$ cat src/source/aluPkg.sv
package aluPkg;

	localparam int axiAddrWidth = 4; // Byte address, four 32-bit registers
	localparam int axiDataWidth = 32;
	localparam int opCodeWidth  = 3;
	localparam int flagsLsb     = 16; // Flags sit at bits 19:16 of the result word

	typedef logic [axiAddrWidth-1:0] axiAddrT;
	typedef logic [axiDataWidth-1:0] axiDataT;
	typedef logic [opCodeWidth-1:0]  opCodeT;
	typedef logic [1:0]              axiRespT;

	// Operation codes, 5 to 7 undefined
	localparam opCodeT opAdd = 3'd0;
	localparam opCodeT opSub = 3'd1;
	localparam opCodeT opSll = 3'd2; // Logical left
	localparam opCodeT opSra = 3'd3; // Arithmetic right
	localparam opCodeT opRor = 3'd4; // Rotate right

	localparam axiRespT respOkay   = 2'b00;
	localparam axiRespT respSlvErr = 2'b10;

	// Register map
	localparam axiAddrT regA      = 4'h0;
	localparam axiAddrT regB      = 4'h4;
	localparam axiAddrT regCtrl   = 4'h8;
	localparam axiAddrT regResult = 4'hC; // Read only

	typedef struct packed {
		logic n; // Negative
		logic z; // Zero
		logic c; // Carry, no borrow on subtract
		logic v; // Signed overflow
	} flagsT;

	// Master side of the bus
	typedef struct packed {
		logic    awValid;
		axiAddrT awAddr;
		logic    wValid;
		axiDataT wData;
		logic    bReady;
		logic    arValid;
		axiAddrT arAddr;
		logic    rReady;
	} axiReqT;

	// Slave side of the bus
	typedef struct packed {
		logic    awReady;
		logic    wReady;
		logic    bValid;
		axiRespT bResp;
		logic    arReady;
		logic    rValid;
		axiDataT rData;
		axiRespT rResp;
	} axiRspT;

endpackage

$ cat src/source/barrelShifter.sv
`timescale 1ns/1ps

module barrelShifter import aluPkg::*; #(
	parameter int dataWidth = 16
) (
	input  logic [dataWidth-1:0]         shiftIn,
	input  logic [$clog2(dataWidth)-1:0] shiftVal, // Shift amount
	input  opCodeT                       mode, // opSll, opSra or opRor
	output logic [dataWidth-1:0]         shiftOut
);
	localparam int shiftWidth = $clog2(dataWidth);
	localparam int numStages  = (shiftWidth + 1) / 2; // One stage per radix-4 digit

	typedef logic [dataWidth-1:0] wordT;

	wordT stageVal [numStages+1]; // Entry 0 is the raw input
	logic modeOk;

	// One fixed step of the selected shift kind
	function automatic wordT stepShift(input wordT value, input int amt, input opCodeT op);
		int   rotAmt;
		wordT res;
		rotAmt = amt % dataWidth;
		case (op)
			opSll:   res = value << amt; // Zero fill
			opSra:   res = wordT'($signed(value) >>> amt); // Sign fill
			opRor:   res = (value >> rotAmt) | (value << (dataWidth - rotAmt)); // Wrap around
			default: res = '0;
		endcase
		return res;
	endfunction

	assign stageVal[0] = shiftIn;

	for (genvar s = 0; s < numStages; s++) begin : gStage
		localparam int stepBase = 4 ** s; // Weight of this digit
		logic [1:0] digit;
		wordT       stageOut;

		if (2 * s + 1 < shiftWidth) begin : gFull
			assign digit = shiftVal[2*s+1:2*s];
		end else begin : gHalf
			assign digit = {1'b0, shiftVal[2*s]}; // Odd shift width, top digit has one bit
		end

		always_comb begin
			case (digit)
				2'd0:    stageOut = stageVal[s]; // Pass through
				2'd1:    stageOut = stepShift(stageVal[s], stepBase, mode);
				2'd2:    stageOut = stepShift(stageVal[s], 2 * stepBase, mode);
				default: stageOut = stepShift(stageVal[s], 3 * stepBase, mode);
			endcase
		end

		assign stageVal[s+1] = stageOut;
	end

	assign modeOk   = (mode == opSll) || (mode == opSra) || (mode == opRor);
	assign shiftOut = modeOk ? stageVal[numStages] : '0; // Non-shift codes give zero

endmodule

$ cat src/source/addSubUnit.sv
`timescale 1ns/1ps

module addSubUnit #(
	parameter int dataWidth = 16
) (
	input  logic [dataWidth-1:0] a,
	input  logic [dataWidth-1:0] b,
	input  logic                 sub, // 1 = a - b
	output logic [dataWidth-1:0] sum,
	output logic                 carry, // Carry out, no borrow when subtracting
	output logic                 overflow // Signed overflow
);
	logic [dataWidth-1:0] bEff; // b as the adder sees it
	logic                 signA;
	logic                 signB;
	logic                 signSum;

	assign bEff = sub ? ~b : b; // Two's complement via invert plus carry in

	assign {carry, sum} = {1'b0, a} + {1'b0, bEff} + {{dataWidth{1'b0}}, sub};

	assign signA   = a[dataWidth-1];
	assign signB   = bEff[dataWidth-1];
	assign signSum = sum[dataWidth-1];

	// Like signs in, different sign out
	assign overflow = (signA == signB) && (signSum != signA);

endmodule

$ cat src/source/resultCombine.sv
`timescale 1ns/1ps

module resultCombine import aluPkg::*; #(
	parameter int dataWidth = 16
) (
	input  logic                 clk,
	input  logic                 arstN,
	input  logic                 launch, // One-cycle start pulse
	input  opCodeT               opCode,
	input  logic [dataWidth-1:0] shiftOut,
	input  logic [dataWidth-1:0] sum,
	input  logic                 carry,
	input  logic                 overflow,
	output logic [dataWidth-1:0] result,
	output flagsT                flags
);
	logic                 isArith; // Add or subtract selected
	logic [dataWidth-1:0] nextResult;
	flagsT                nextFlags;

	assign isArith    = (opCode == opAdd) || (opCode == opSub);
	assign nextResult = isArith ? sum : shiftOut;

	always_comb begin
		nextFlags.n = nextResult[dataWidth-1]; // Sign of result
		nextFlags.z = (nextResult == '0);
		nextFlags.c = isArith & carry; // Shifts clear c and v
		nextFlags.v = isArith & overflow;
	end

	// Hold outcome until the next launch
	always_ff @(posedge clk or negedge arstN) begin
		if (!arstN) begin
			result <= '0;
			flags  <= '0;
		end else if (launch) begin
			result <= nextResult;
			flags  <= nextFlags;
		end
	end

endmodule

$ cat src/source/axiLiteRegs.sv
`timescale 1ns/1ps

module axiLiteRegs import aluPkg::*; #(
	parameter int dataWidth = 16
) (
	input  logic                 clk,
	input  logic                 arstN,
	input  axiReqT               axiReq,
	output axiRspT               axiRsp,
	output logic [dataWidth-1:0] opA,
	output logic [dataWidth-1:0] opB,
	output opCodeT               opCode,
	output logic                 launch, // Pulse on valid control write
	input  logic [dataWidth-1:0] result,
	input  flagsT                flags
);
	typedef enum logic {wrIdle, wrResp} wrStateT;
	typedef enum logic {rdIdle, rdResp} rdStateT;

	wrStateT wrState;
	rdStateT rdState;

	logic    wrEn; // AW and W taken this cycle
	logic    rdEn; // AR taken this cycle
	logic    arReadyQ; // Registered so it stays low through reset
	opCodeT  newOp; // Code carried by the write data
	logic    ctrlOk; // Code is defined
	logic    wrOk; // Write goes to a writable register
	logic    rdMapped;
	axiRespT bRespQ;
	axiRespT rRespQ;
	axiAddrT rdAddrQ; // Address of the pending read
	axiDataT resultWord;
	axiDataT readWord;

	assign wrEn = (wrState == wrIdle) && axiReq.awValid && axiReq.wValid;
	assign rdEn = arReadyQ && axiReq.arValid;

	assign newOp  = axiReq.wData[opCodeWidth-1:0];
	assign ctrlOk = (newOp <= opRor); // 5 to 7 undefined

	always_comb begin
		case (axiReq.awAddr)
			regA, regB: wrOk = 1'b1;
			regCtrl:    wrOk = ctrlOk; // Bad code changes nothing
			default:    wrOk = 1'b0; // Unmapped or regResult
		endcase
	end

	assign rdMapped = axiReq.arAddr inside {regA, regB, regCtrl, regResult};

	// Write channel FSM and register file
	always_ff @(posedge clk or negedge arstN) begin
		if (!arstN) begin
			wrState <= wrIdle;
			bRespQ  <= respOkay;
			opA     <= '0;
			opB     <= '0;
			opCode  <= opAdd;
			launch  <= 1'b0;
		end else begin
			launch <= 1'b0; // Default low, single cycle
			case (wrState)
				wrIdle: begin
					if (wrEn) begin
						wrState <= wrResp;
						bRespQ  <= wrOk ? respOkay : respSlvErr;
						if (wrOk) begin
							case (axiReq.awAddr)
								regA: opA <= axiReq.wData[dataWidth-1:0];
								regB: opB <= axiReq.wData[dataWidth-1:0];
								regCtrl: begin
									opCode <= newOp;
									launch <= 1'b1; // Start the operation
								end
								default: ;
							endcase
						end
					end
				end
				wrResp: begin
					if (axiReq.bReady) begin
						wrState <= wrIdle; // Response taken
					end
				end
				default: wrState <= wrIdle;
			endcase
		end
	end

	// Read channel FSM
	always_ff @(posedge clk or negedge arstN) begin
		if (!arstN) begin
			rdState  <= rdIdle;
			arReadyQ <= 1'b0;
			rRespQ   <= respOkay;
			rdAddrQ  <= '0;
		end else begin
			case (rdState)
				rdIdle: begin
					arReadyQ <= 1'b1; // Open after reset
					if (rdEn) begin
						rdState  <= rdResp;
						arReadyQ <= 1'b0;
						rdAddrQ  <= axiReq.arAddr;
						rRespQ   <= rdMapped ? respOkay : respSlvErr;
					end
				end
				rdResp: begin
					if (axiReq.rReady) begin
						rdState  <= rdIdle;
						arReadyQ <= 1'b1; // Ready again at once
					end
				end
				default: rdState <= rdIdle;
			endcase
		end
	end

	// Result in the low bits, flags at 19:16
	always_comb begin
		resultWord = '0;
		resultWord[dataWidth-1:0] = result;
		resultWord[flagsLsb +: $bits(flagsT)] = flags;
	end

	// Readback mux on the held address
	always_comb begin
		case (rdAddrQ)
			regA:      readWord = axiDataT'(opA); // Zero-extended
			regB:      readWord = axiDataT'(opB);
			regCtrl:   readWord = axiDataT'(opCode);
			regResult: readWord = resultWord;
			default:   readWord = '0; // Unmapped reads return zero
		endcase
	end

	always_comb begin
		axiRsp.awReady = wrEn; // AW and W accepted together
		axiRsp.wReady  = wrEn;
		axiRsp.bValid  = (wrState == wrResp);
		axiRsp.bResp   = bRespQ;
		axiRsp.arReady = arReadyQ;
		axiRsp.rValid  = (rdState == rdResp);
		axiRsp.rData   = (rdState == rdResp) ? readWord : '0;
		axiRsp.rResp   = rRespQ;
	end

endmodule

$ cat src/source/shiftAluTop.sv
`timescale 1ns/1ps

module shiftAluTop import aluPkg::*; #(
	parameter int dataWidth = 16 // 8 or 16, flags use bits 19:16
) (
	input  logic   clk,
	input  logic   arstN,
	input  axiReqT axiReq,
	output axiRspT axiRsp
);
	localparam int shiftWidth = $clog2(dataWidth);

	logic [dataWidth-1:0]  opA;
	logic [dataWidth-1:0]  opB;
	opCodeT                opCode;
	logic                  launch;
	logic                  sub; // Adder in subtract mode
	logic [shiftWidth-1:0] shiftAmt; // Low bits of operand B
	logic [dataWidth-1:0]  shiftOut;
	logic [dataWidth-1:0]  sum;
	logic                  carry;
	logic                  overflow;
	logic [dataWidth-1:0]  result;
	flagsT                 flags;

	assign sub      = (opCode == opSub);
	assign shiftAmt = opB[shiftWidth-1:0];

	axiLiteRegs #(.dataWidth(dataWidth)) regs_i (
		.clk(clk), .arstN(arstN),
		.axiReq(axiReq), .axiRsp(axiRsp),
		.opA(opA), .opB(opB), .opCode(opCode), .launch(launch),
		.result(result), .flags(flags)
	);

	barrelShifter #(.dataWidth(dataWidth)) shifter_i (
		.shiftIn(opA), .shiftVal(shiftAmt), .mode(opCode), .shiftOut(shiftOut)
	);

	addSubUnit #(.dataWidth(dataWidth)) adder_i (
		.a(opA), .b(opB), .sub(sub),
		.sum(sum), .carry(carry), .overflow(overflow)
	);

	resultCombine #(.dataWidth(dataWidth)) combine_i (
		.clk(clk), .arstN(arstN),
		.launch(launch), .opCode(opCode),
		.shiftOut(shiftOut), .sum(sum), .carry(carry), .overflow(overflow),
		.result(result), .flags(flags)
	);

endmodule

$ cat config.mk
export PLATFORM = sky130hd
export DESIGN_NAME = shiftAluTop
export DESIGN_NICKNAME = d
export VERILOG_FILES = /design/src/source/aluPkg.sv /design/src/source/barrelShifter.sv /design/src/source/addSubUnit.sv /design/src/source/resultCombine.sv /design/src/source/axiLiteRegs.sv /design/src/source/shiftAluTop.sv
export SDC_FILE = /design/constraint.sdc
export NUM_CORES = 1
export LEC_CHECK = 0
export BUFFER_PORTS_ARGS = -buffer_cell sky130_fd_sc_hd__buf_4
export CORE_MARGIN = 2
export CORE_UTILIZATION = 48
export CTS_BUF_LIST = sky130_fd_sc_hd__clkbuf_8
export CTS_CLUSTER_DIAMETER = 100
export DETAILED_ROUTE_END_ITERATION = 10
export PLACE_DENSITY = 0.78
export SLEW_MARGIN = 20
export SYNTH_ARGS = -nofsm -noshare
export SYNTH_HDL_FRONTEND = slang
export SYNTH_SLANG_ARGS = --single-unit
$ cat constraint.sdc
create_clock -name clk -period 3.7 [get_ports clk]
set_input_delay 0.37 -clock clk [delete_from_list [all_inputs] [get_ports clk]]
set_output_delay 0.37 -clock clk [all_outputs]
set_load 0.03 [all_outputs]
==> results of run 1 <==
-- sequential cells by signal, summed over array words and instances, names as in the netlist --
signal / flops
combine_i.flags: 4
combine_i.result: 15
regs_i.arReadyQ: 1
regs_i.bRespQ: 1
regs_i.launch: 1
regs_i.opA: 16
regs_i.opB: 16
regs_i.opCode: 3
regs_i.rRespQ: 1
regs_i.rdAddrQ: 4
regs_i.rdState: 1
regs_i.wrState: 1
-- cell usage in the layout (no fill, tap or decap), types with 5 or more instances in the layout --
master / Yosys / routed
buf_4: 23 / 93
nor2_1: 80 / 79
dfrtp_1: 64 / 64
a21oi_1: 58 / 57
nand2_1: 41 / 41
mux2_2: 41 / 41
o21ai_0: 39 / 38
inv_1: 22 / 22
mux2i_1: 20 / 20
ha_1: 15 / 15
conb_1: 1 / 14
nor3_1: 13 / 13
xor2_1: 13 / 13
nand3_1: 12 / 12
xnor2_1: 13 / 11
clkbuf_8: 0 / 11
o211ai_1: 10 / 10
and3_1: 9 / 9
a211oi_1: 9 / 9
a31oi_1: 11 / 8
a21o_1: 8 / 8
nand2b_1: 8 / 8
nor2b_1: 7 / 7
o221ai_1: 6 / 6
nand4_1: 6 / 6
o31ai_1: 6 / 6
o21ai_1: 6 / 6
and2_1: 6 / 6
a211oi_2: 6 / 5
or2_2: 6 / 5
o21a_1: 5 / 5
o2bb2ai_1: 5 / 5
o22ai_1: 5 / 5
or3_1: 5 / 5
and4bb_2: 5 / 5
-- routing by layer --
| layer | vias to the layer above | part of all wire, % |
|---|---|---|
| met1 | 2964 | 44 |
| met5 | - | 0.24 |
| li1 | 2792 | - |
| met3 | 61 | 10 |
| met4 | 2 | 3.4 |
| met2 | 389 | 42 |
-- worst register-to-register path, cell delays in order, from the launching register on --
cell and delay, ns:
dfrtp_1 0.42, buf_4 0.31, nor3b_2 0.68, buf_4 0.32, nor2_1 0.12, a2111oi_0 0.52, buf_4 0.24, nand2_1 0.07
o2111ai_1 0.16, a31oi_2 0.17, and4bb_1 0.24, nand4_1 0.11, o41ai_2 0.09
-- per-stage QoR --
step	util (%)	instances	instance area, µm²	total power [W]	setup slack (ns)
after floorplan	-	754	6306	0.002629	0.02467
after global placement	53.06	935	6723	0.003275	0.2080
after detailed placement	53.06	935	6723	0.003278	0.1410
after CTS	54.93	951	6960	0.004035	0.05915
after global routing	56.03	955	7099	0.004451	0.01369
final	56.03	955	7099	0.004216	0.1320
-- final cells by class --
class                           count  area (µm²)  share of cell area, %
Multi-Input combinational cell    586        4242                  59.75
Sequential cell                    64        1602                  22.56
Timing Repair Buffer               95       720.7                  10.15
Tap cell                          172       215.2                  3.031
Clock buffer                       11       151.4                  2.133
Clock inverter                      5       86.33                  1.216
Inverter                           22       82.58                  1.163
-- logic make-up after synthesis --
logic type	count (synthesis)	share of synthesized area (%)
XOR/XNOR	26	3.647
AO/OA/AOI/OAI	232	26.03
multiplexers	67	12.34
adder cells (fa/ha/maj)	16	3.327
other	1	0.06006
flip-flops	64	25.65
AND/OR/NAND/NOR	231	19.82
buffers and inverters	104	9.118
-- power groups by stage --
stage                     Combinational, W  Sequential, W  Clock, W
after global routing               0.00254        0.00112  0.000796
after CTS                          0.00220        0.00108  0.000757
final                              0.00237        0.00109  0.000750
after global placement             0.00218        0.00109         0
after detailed placement           0.00218        0.00110         0
after floorplan                    0.00169       0.000943         0
-- worst max path at each step --
| stage | end | slack (ns) | depth (start not counted) |
|---|---|---|---|
| floorplan | combine_i.flags[2] | 0.02 | 17 |
| global placement | combine_i.flags[2] | 0.21 | 14 |
| detailed placement | combine_i.flags[2] | 0.14 | 14 |
| CTS | combine_i.flags[2] | 0.06 | 14 |
| global route | combine_i.flags[2] | 0.01 | 14 |
| finish | combine_i.flags[2] | 0.13 | 12 |
-- repair_timing --
item | 4_1_cts | 5_1_grt
endpoints found under the setup margin | 0 | 3
buffers inserted | 0 | 4
gates resized for setup | 0 | 20
==> summary.md, run 1 <==
| Metric | Value |
|---|---|
| Outcome | finished, final reports clean |
| Root Buffer | clkbuf_8 |
| Reg2reg end | combine_i.flags[2] |
| Clock tree buffer depth | 2 |
| Post-synth top cells | 80 x nor2_1, 64 x dfrtp_1, 58 x a21oi_1 |
| Largest net degree at the start of global routing | 65 |
| Worst-Margin Slew | 0.9123 ns |
| Average wire per standard cell | 22.10 µm |
| Global-route wire length before repair | 33350 µm |
| Worst-Skew Late Latency | 0.39 ns |
| Via density | 6.501 |
| Final wirelength | 21110 µm |
| Grt ovf | 0 |
| Final setup vio count | 0 |
| Mapped Cells | 741 |
| Total CTS buffers | 9 |
| Crit-path max cell delay | 0.68 ns |
| Die X | 118.1 µm |
| Req. time, crit path | 3.96 ns |
| Final hold violations | 0 |
| Max FO, Critical Path | 26 |
| Sum Neg Setup Slack | 0 ns |
| Seq pwr share | 26.0% |
| Initial core utilization | 49.27% |
| CP Cell Sequence | buf_4, nor3b_2, buf_4, nor2_1, a2111oi_0, buf_4, nand2_1, o2111ai_1, a31oi_2, and4bb_1, nand4_1, o41ai_2 |
| Seq/Total Area, Yosys | 25.65% |
| # DRC | 0 |
| Fin. max-slew vios | 0 |
| Crit path launch | regs_i.opCode[2] |
| Sw power | 0.001981 W |
| Hpwl dp | 15380 µm |
| Most common cell in the netlist | nor2_1 |
| Pleak | 3.125 nW |
| Worst reg2reg startpoint | regs_i.opCode[2] |
| Initial DRC count | 758 |
| Grt met3 use | 7.607% |
| Combinational share of power | 56.3% |
| Fin nets | 841 |
| CP arrival | 3.83 ns |
| CP delay by family, top | simple AND/OR/NAND/NOR gates |
| Syn Area/Cell | 8.426 µm² |
| Synth Cell Area | 6243 µm² |
| Met1 usage | 44.94% |
| Worst min-delay path class | in -> async |
| Most common flop cell mapped by yosys | dfrtp_1 |
| Worst r2r path cells | 12 |
| WHS | 0.05754 ns |
| GRT busiest layer | met1 |
| Synth async-reset ratio | 100.0% |
| Slowest-stage cell, CP | nor3b_2 |
| Global-route met2 utilization | 43.17% |
| CP most frequent cell | buf_4 |
| Buffers on Ports | 57 |
| Flop2flop setup slack | 0.13 ns |
| CP endpoint kind | flop |
| Post-synth top area share | 25.65% |
| Crit path kind | reg -> reg |
| Post-CTS Hold Fix Bufs | 0 |
| Warnings, synthesis | 0 |
| Die area | 13940 µm² |
| H-tree depth | 3 |
| Synth unique cells | 95 |
| Clock share of power | 17.8% |
| Worst relative slew slack | 38.96% |
| Num ports | 88 |
| Fillers | 1152 |
| Synthesized flop and latch total | 64 |
| VDD IR max | 0.3199 mV |
| Startpoint types | flop |
| Clock-pin slew on the worst setup and hold paths | 0.09 ns |
| Initial antenna violation count | 1 |
| Number of cell rows | 41 |
| Internal power | 0.002234 W |
| Via count | 6208 |
| Final min period | 3.568 ns |
| Layout cells sized above 1 | 26.95% |
| Routability congestion estimate | 1.063 |
| Ant. Diodes | 0 |
| Pwr dens | 593.8 nW/µm² |
| Area Overhead vs Synth | 13.71% |
| Vias in the first global route | 5761 |
| Max_cap viols | 0 |
| Synth area leader | dfrtp_1 |
| Clock Skews | 0.01675 ns |
| Post-route ant nets | 0 |
| EDFF count, synth | 0 |
| Core Region | 12670 µm² |
| Die height | 118.1 µm |
| Total Routing Usage GR | 30.84% |
| Initial DRT Pass Iterations | 6 |
| CTS tree | done |
| CP bufs+invs | 3 |
| Fmax achieved | 0.2803 GHz |
| Sink Count | 64 |
| RSZ-0062 raised after global routing | false |
| Largest cells by area after synthesis | dfrtp_1 26%, mux2_2 7.4%, nor2_1 4.8% |
| Tcrit/Tclk final | 96.43% |
| Sw frac | 47.00% |
Power figures use the tool's default switching activity.
==> run 2: changes to the inputs <==
--- a/config.mk
+++ b/config.mk
@@ -11,7 +11,7 @@
 export CTS_BUF_LIST = sky130_fd_sc_hd__clkbuf_8
 export CTS_CLUSTER_DIAMETER = 100
 export DETAILED_ROUTE_END_ITERATION = 10
-export PLACE_DENSITY = 0.78
+export PLACE_DENSITY = 0.76
 export SLEW_MARGIN = 20
 export SYNTH_ARGS = -nofsm -noshare
 export SYNTH_HDL_FRONTEND = slang
==> constraint.sdc (replaced) <==
create_clock -name clk -period 4.4 [get_ports clk]
set_input_delay 0.44 -clock clk [delete_from_list [all_inputs] [get_ports clk]]
set_output_delay 0.44 -clock clk [all_outputs]
set_load 0.03 [all_outputs]
==> summary.md, run 2 (synthesis gave the netlist of run 1 again) <==
| Metric | Value |
|---|---|
| Final hold violations | 0 (unchanged) |
| Commonest non-fill, non-tap cell in the layout | nor2_1 |
| Outcome | finished, final reports clean |
| Final min period | 3.950 ns (+0.3825 ns) |
| Worst-Skew Late Latency | 0.36 ns (-0.03 ns) |
| Initial antenna violation count | 0 (-1) |
| Max FO, Critical Path | 12 (-54%) |
| Die height | 118.1 µm (unchanged) |
| Final wirelength | 20810 µm (-1.4%) |
| Num ports | 88 (unchanged) |
| Global-route wire length before repair | 32430 µm (-2.8%) |
| Initial core utilization | 49.27% (unchanged) |
| Worst-Margin Slew | 1.034 ns (+0.1215 ns) |
| Fin. max-slew vios | 0 (unchanged) |
| Initial DRT Pass Iterations | 8 (+2) |
| Crit path kind | reg -> reg |
| Average wire per standard cell | 22.30 µm (+0.91%) |
| Flop2flop setup slack | 0.45 ns (+0.32 ns) |
| Clock tree buffer depth | 2 (unchanged) |
| Storage element area | 1602 µm² (unchanged) |
| Post-route ant nets | 0 (unchanged) |
| Most frequent cells in the layout | 80 x nor2_1, 73 x buf_4, 64 x dfrtp_1 |
| Sum Neg Setup Slack | 0 ns (unchanged) |
| Grt ovf | 0 (unchanged) |
| Total CTS buffers | 9 (unchanged) |
| Root Buffer | clkbuf_8 |
| Fin nets | 819 (-2.6%) |
| Number of cell rows | 41 (unchanged) |
| Hpwl dp | 15300 µm (-0.54%) |
| Final setup vio count | 0 (unchanged) |
| Placed inst area | 6580 µm² (-2.1%) |
| Sink Count | 64 (unchanged) |
| Post-CTS Hold Fix Bufs | 0 (unchanged) |
| Buffers on Ports | 57 (unchanged) |
| Placement Setup Slack | 0.5189 ns (+0.3779 ns) |
| CP endpoint kind | flop |
| Routability congestion estimate | 0.9679 (-8.9%) |
| Clock-pin slew on the worst setup and hold paths | 0.07 ns (-0.02 ns) |
| Pleak | 2.983 nW (-4.6%) |
| Initial DRC count | 833 (+9.9%) |
| Dpl cells | 917 (-1.9%) |
| Fillers | 1185 (+2.9%) |
| Core Util, Final | 53.74% (-2.3 points) |
| Req. time, crit path | 4.66 ns (+0.70 ns) |
| Largest net degree at the start of global routing | 65 (unchanged) |
| Die X | 118.1 µm (unchanged) |
| Startpoint types | flop |
| Die area | 13940 µm² (unchanged) |
| Fmax achieved | 0.2531 GHz (-9.7%) |
| Clock Skews | 0.005803 ns (-0.01095 ns) |
| Pwr dens | 490.5 nW/µm² (-17%) |
| H-tree depth | 3 (unchanged) |
| Biggest regs | regs_i.opA x16, regs_i.opB x16, combine_i.result x15 |
| Vias in the first global route | 5641 (-2.1%) |
| CP arrival | 4.21 ns (+0.38 ns) |
| Via density | 6.596 (+1.5%) |
| Total Routing Usage GR | 29.74% (-1.1 points) |
| # DRC | 0 (unchanged) |
| Worst min-delay path class | in -> async |
| Ant. Diodes | 0 (unchanged) |
| Final WS setup | 0.4495 ns (+0.3175 ns) |
| Area of the multi-input gates | 4133 µm² (-2.6%) |
| Layout cells sized above 1 | 22.86% (-4.1 points) |
| Core Region | 12670 µm² (unchanged) |
| Area Overhead vs Synth | 9.058% |
| Finished Layout Cells | 933 (-2.3%) |
| Tcrit/Tclk final | 89.78% (-6.6 points) |
| # Post-CTS Setup Buffers | 0 (unchanged) |
| Worst relative slew slack | 31.08% (-7.9 points) |
| Final instance area | 6809 µm² (-4.1%) |
| PostCTS Resize Cnt | 0 (unchanged) |
| CTS tree | done |
| VDD IR max | 0.3520 mV (+10%) |
| Max_cap viols | 0 (unchanged) |
| RSZ-0062 raised after global routing | false |
| Via count | 6154 (-0.87%) |
[run 2: path summary, 6_finish.rpt]
path	end	depth (start not counted)	startpoint
min	regs_i.arReadyQ	1	arstN
min in group clk	regs_i.wrState	2	axiReq[6]
min reg2reg	combine_i.result[0]	1	combine_i.result[0]
max in group asynchronous	regs_i.opCode[1]	1	arstN
max reg2reg	combine_i.flags[2]	14	regs_i.opCode[2]
max	combine_i.flags[2]	14	regs_i.opCode[2]
[run 2: routing by layer]
layer	vias up	track usage (%)	wire length, µm
li1	2741	-	-
met3	71	6.492	2289
met2	407	44.22	9062
met1	2935	42.14	8597
met5	-	0	0
met4	0	11.30	861
[run 2: area by class of cell]
class	instances	area share (%)
Multi-Input combinational cell	586	60.69
Sequential cell	64	23.52
Timing Repair Buffer	73	8.049
Tap cell	172	3.161
Clock buffer	10	2.021
Clock inverter	6	1.341
Inverter	22	1.213
[run 2: power breakdown]
group | switching [W] | internal [W] | leakage [nW]
sequential | 0.000248 | 0.000702 | 0.828
combinational | 0.00108 | 0.000718 | 2.04
clock | 0.000251 | 0.000337 | 0.117
[run 2: worst max-delay path, stage by stage, from the launching register on]
cell      delay, ns
dfrtp_1        0.37
or2_2          0.42
nor2_1         0.49
xnor2_1        0.22
inv_1          0.09
fa_1           0.45
nand2b_1       0.18
a21oi_1        0.26
o21ai_0        0.17
nand2b_1       0.15
xnor2_1        0.22
o32a_1         0.25
nor2b_1        0.16
nand4b_1       0.13
o41ai_2        0.28
[run 2: stage by stage]
step,hold slack [ns],total power [W]
after floorplan,0.1444,0.002207
after global placement,0.4635,0.002684
after detailed placement,0.4756,0.002700
after CTS,0.1974,0.003292
after global routing,0.2410,0.003524
final,0.1737,0.003340
==> run 3: changes to the inputs <==
==> constraint.sdc (replaced) <==
create_clock -name clk -period 4.4 [get_ports clk]
set_input_delay 0 -clock clk [delete_from_list [all_inputs] [get_ports clk]]
set_output_delay 0 -clock clk [all_outputs]
set_load 0.03 [all_outputs]
==> summary.md, run 3 (synthesis gave the netlist of run 1 again) <==
| Metric | Value |
|---|---|
| Area of the multi-input gates | 4133 µm² (unchanged) |
| Average wire per standard cell | 22.82 µm (+2.3%) |
| Pleak | 3.090 nW (+3.6%) |
| Initial core utilization | 49.27% (unchanged) |
| Via count | 6363 (+3.4%) |
| Routability congestion estimate | 0.9668 (-0.11%) |
| Final min period | 3.863 ns (-0.08730 ns) |
| Tcrit/Tclk final | 87.80% (-2.0 points) |
| Core Util, Final | 55.62% (+1.9 points) |
| Final wirelength | 21930 µm (+5.4%) |
| Storage element area | 1602 µm² (unchanged) |
| Worst-Margin Slew | 1.058 ns (+0.02455 ns) |
| Hpwl dp | 15630 µm (+2.1%) |
| Startpoint types | flop |
| Fin nets | 847 (+3.4%) |
| Sum Neg Setup Slack | 0 ns (unchanged) |
| Core Region | 12670 µm² (unchanged) |
| Buffers on Ports | 57 (unchanged) |
| Initial antenna violation count | 0 (unchanged) |
| Layout cells sized above 1 | 22.43% (-0.43 points) |
| RSZ-0062 raised after global routing | false |
| Via density | 6.621 (+0.38%) |
| Vias in the first global route | 5914 (+4.8%) |
| PostCTS Resize Cnt | 0 (unchanged) |
| Pwr dens | 469.9 nW/µm² (-4.2%) |
| Fmax achieved | 0.2589 GHz (+2.3%) |
| Grt ovf | 0 (unchanged) |
| Post-route ant nets | 0 (unchanged) |
| Max FO, Critical Path | 12 (unchanged) |
| Fin. max-slew vios | 0 (unchanged) |
| Crit path kind | reg -> reg |
| Ant. Diodes | 0 (unchanged) |
| Area Overhead vs Synth | 12.89% |
| Total Routing Usage GR | 31.52% (+1.8 points) |
| Most frequent cells in the layout | 80 x nor2_1, 76 x buf_4, 64 x dfrtp_1 |
| Largest net degree at the start of global routing | 65 (unchanged) |
| # DRC | 0 (unchanged) |
| Die height | 118.1 µm (unchanged) |
| Root Buffer | clkbuf_8 |
| Initial DRT Pass Iterations | 6 (-2) |
| Req. time, crit path | 4.67 ns (about the same) |
| CP endpoint kind | flop |
| Number of cell rows | 41 (unchanged) |
| Initial DRC count | 605 (-27%) |
| Worst-Skew Late Latency | 0.37 ns (about the same) |
| Biggest regs | regs_i.opA x16, regs_i.opB x16, combine_i.result x15 |
| Max_cap viols | 0 (unchanged) |
| Fillers | 1167 (-1.5%) |
| CTS tree | done |
| H-tree depth | 3 (unchanged) |
| Outcome | finished, final reports clean |
| Final hold violations | 0 (unchanged) |
| CP arrival | 4.14 ns (-0.07 ns) |
| Num ports | 88 (unchanged) |
| Global-route wire length before repair | 34160 µm (+5.3%) |
| Die area | 13940 µm² (unchanged) |
| Total CTS buffers | 9 (unchanged) |
| Clock-pin slew on the worst setup and hold paths | 0.08 ns (about the same) |
| Clock tree buffer depth | 2 (unchanged) |
| Worst relative slew slack | 29.44% (-1.6 points) |
| Die X | 118.1 µm (unchanged) |
| Commonest non-fill, non-tap cell in the layout | nor2_1 |
| Worst min-delay path class | in -> reg |
| VDD IR max | 0.3197 mV (-9.2%) |
| Clock Skews | 0.005958 ns (+0.0001554 ns) |
| Sink Count | 64 (unchanged) |
| Final setup vio count | 0 (unchanged) |
## run 3: changes by cell type in the layout (fill, tap and decap cells not counted), sizes merged
cell | previous run | this run
buf | 73 | 76
bufinv | 2 | 1
clkbuf | 10 | 9
clkinv | 3 | 5
dlygate4sd3 | 0 | 25
## run 3: routing by layer
metal / vias up / track usage (%) / wire length (µm)
met4: 0 / 11.45 / 664
met2: 436 / 48.87 / 9887
li1: 2804 / - / -
met1: 3063 / 43.03 / 9053
met5: - / 0 / 0
met3: 60 / 7.122 / 2320
## run 3: path summary, 6_finish.rpt
check                                      start                  to  slack [ns]  cells past startpoint
worst max register to register  regs_i.opCode[2]  combine_i.flags[2]        0.54                     13
max in group asynchronous                  arstN       regs_i.opB[3]        3.59                      2
min in group asynchronous                  arstN   regs_i.rdAddrQ[1]        0.28                      2
worst max-delay path            regs_i.opCode[2]  combine_i.flags[2]        0.54                     13
worst min-delay path                  axiReq[44]      regs_i.wrState       0.005                      3
worst min register to register  regs_i.rRespQ[1]    regs_i.rRespQ[1]        0.49                      2
## run 3: per-stage QoR
step                hold WS, ns  instance area (µm²)  worst slack [ns]  std cells  total power [W]
finish                 0.004885                 7048            0.5369        961         0.003312
detailed placement       0.1367                 6603            0.6271        920         0.002717
CTS                   0.0007424                 7048            0.6019        961         0.003255
floorplan               -0.2956                 6292            0.3642        754         0.002207
global route            0.08354                 7048            0.2833        961         0.003487
global placement         0.1253                 6603            0.6853        920         0.002697
## run 3: worst max-delay path, cell delays in order, from the launching register on
cell	delay, ns
dfrtp_1	0.38
or2_2	0.42
nor2_1	0.34
buf_4	0.31
xor2_1	0.10
ha_1	0.25
or3_1	0.41
o21bai_2	0.23
nand3_2	0.12
a31oi_1	0.11
nor4_1	0.46
or4_1	0.19
nand3_1	0.11
o41ai_2	0.33
## run 3: report_power, final
group | internal [W] | switching, W
Sequential | 0.000702 | 0.000259
Combinational | 0.000744 | 0.00109
Clock | 0.000262 | 0.000257
## run 3: repair_timing
item                      in CTS  in global routing
hold endpoints to repair     108                  0
hold buffers                  25                  0
setup buffers                  0                  0
## run 3: layout make-up
class / instances / share of cell area [%]
multi-input cells: 586 / 58.64
flip-flops and latches: 64 / 22.72
repair buffers: 101 / 11.65
well taps: 172 / 3.053
clock buffers: 9 / 1.758
inverters: 22 / 1.172
clock inverters: 7 / 1.012
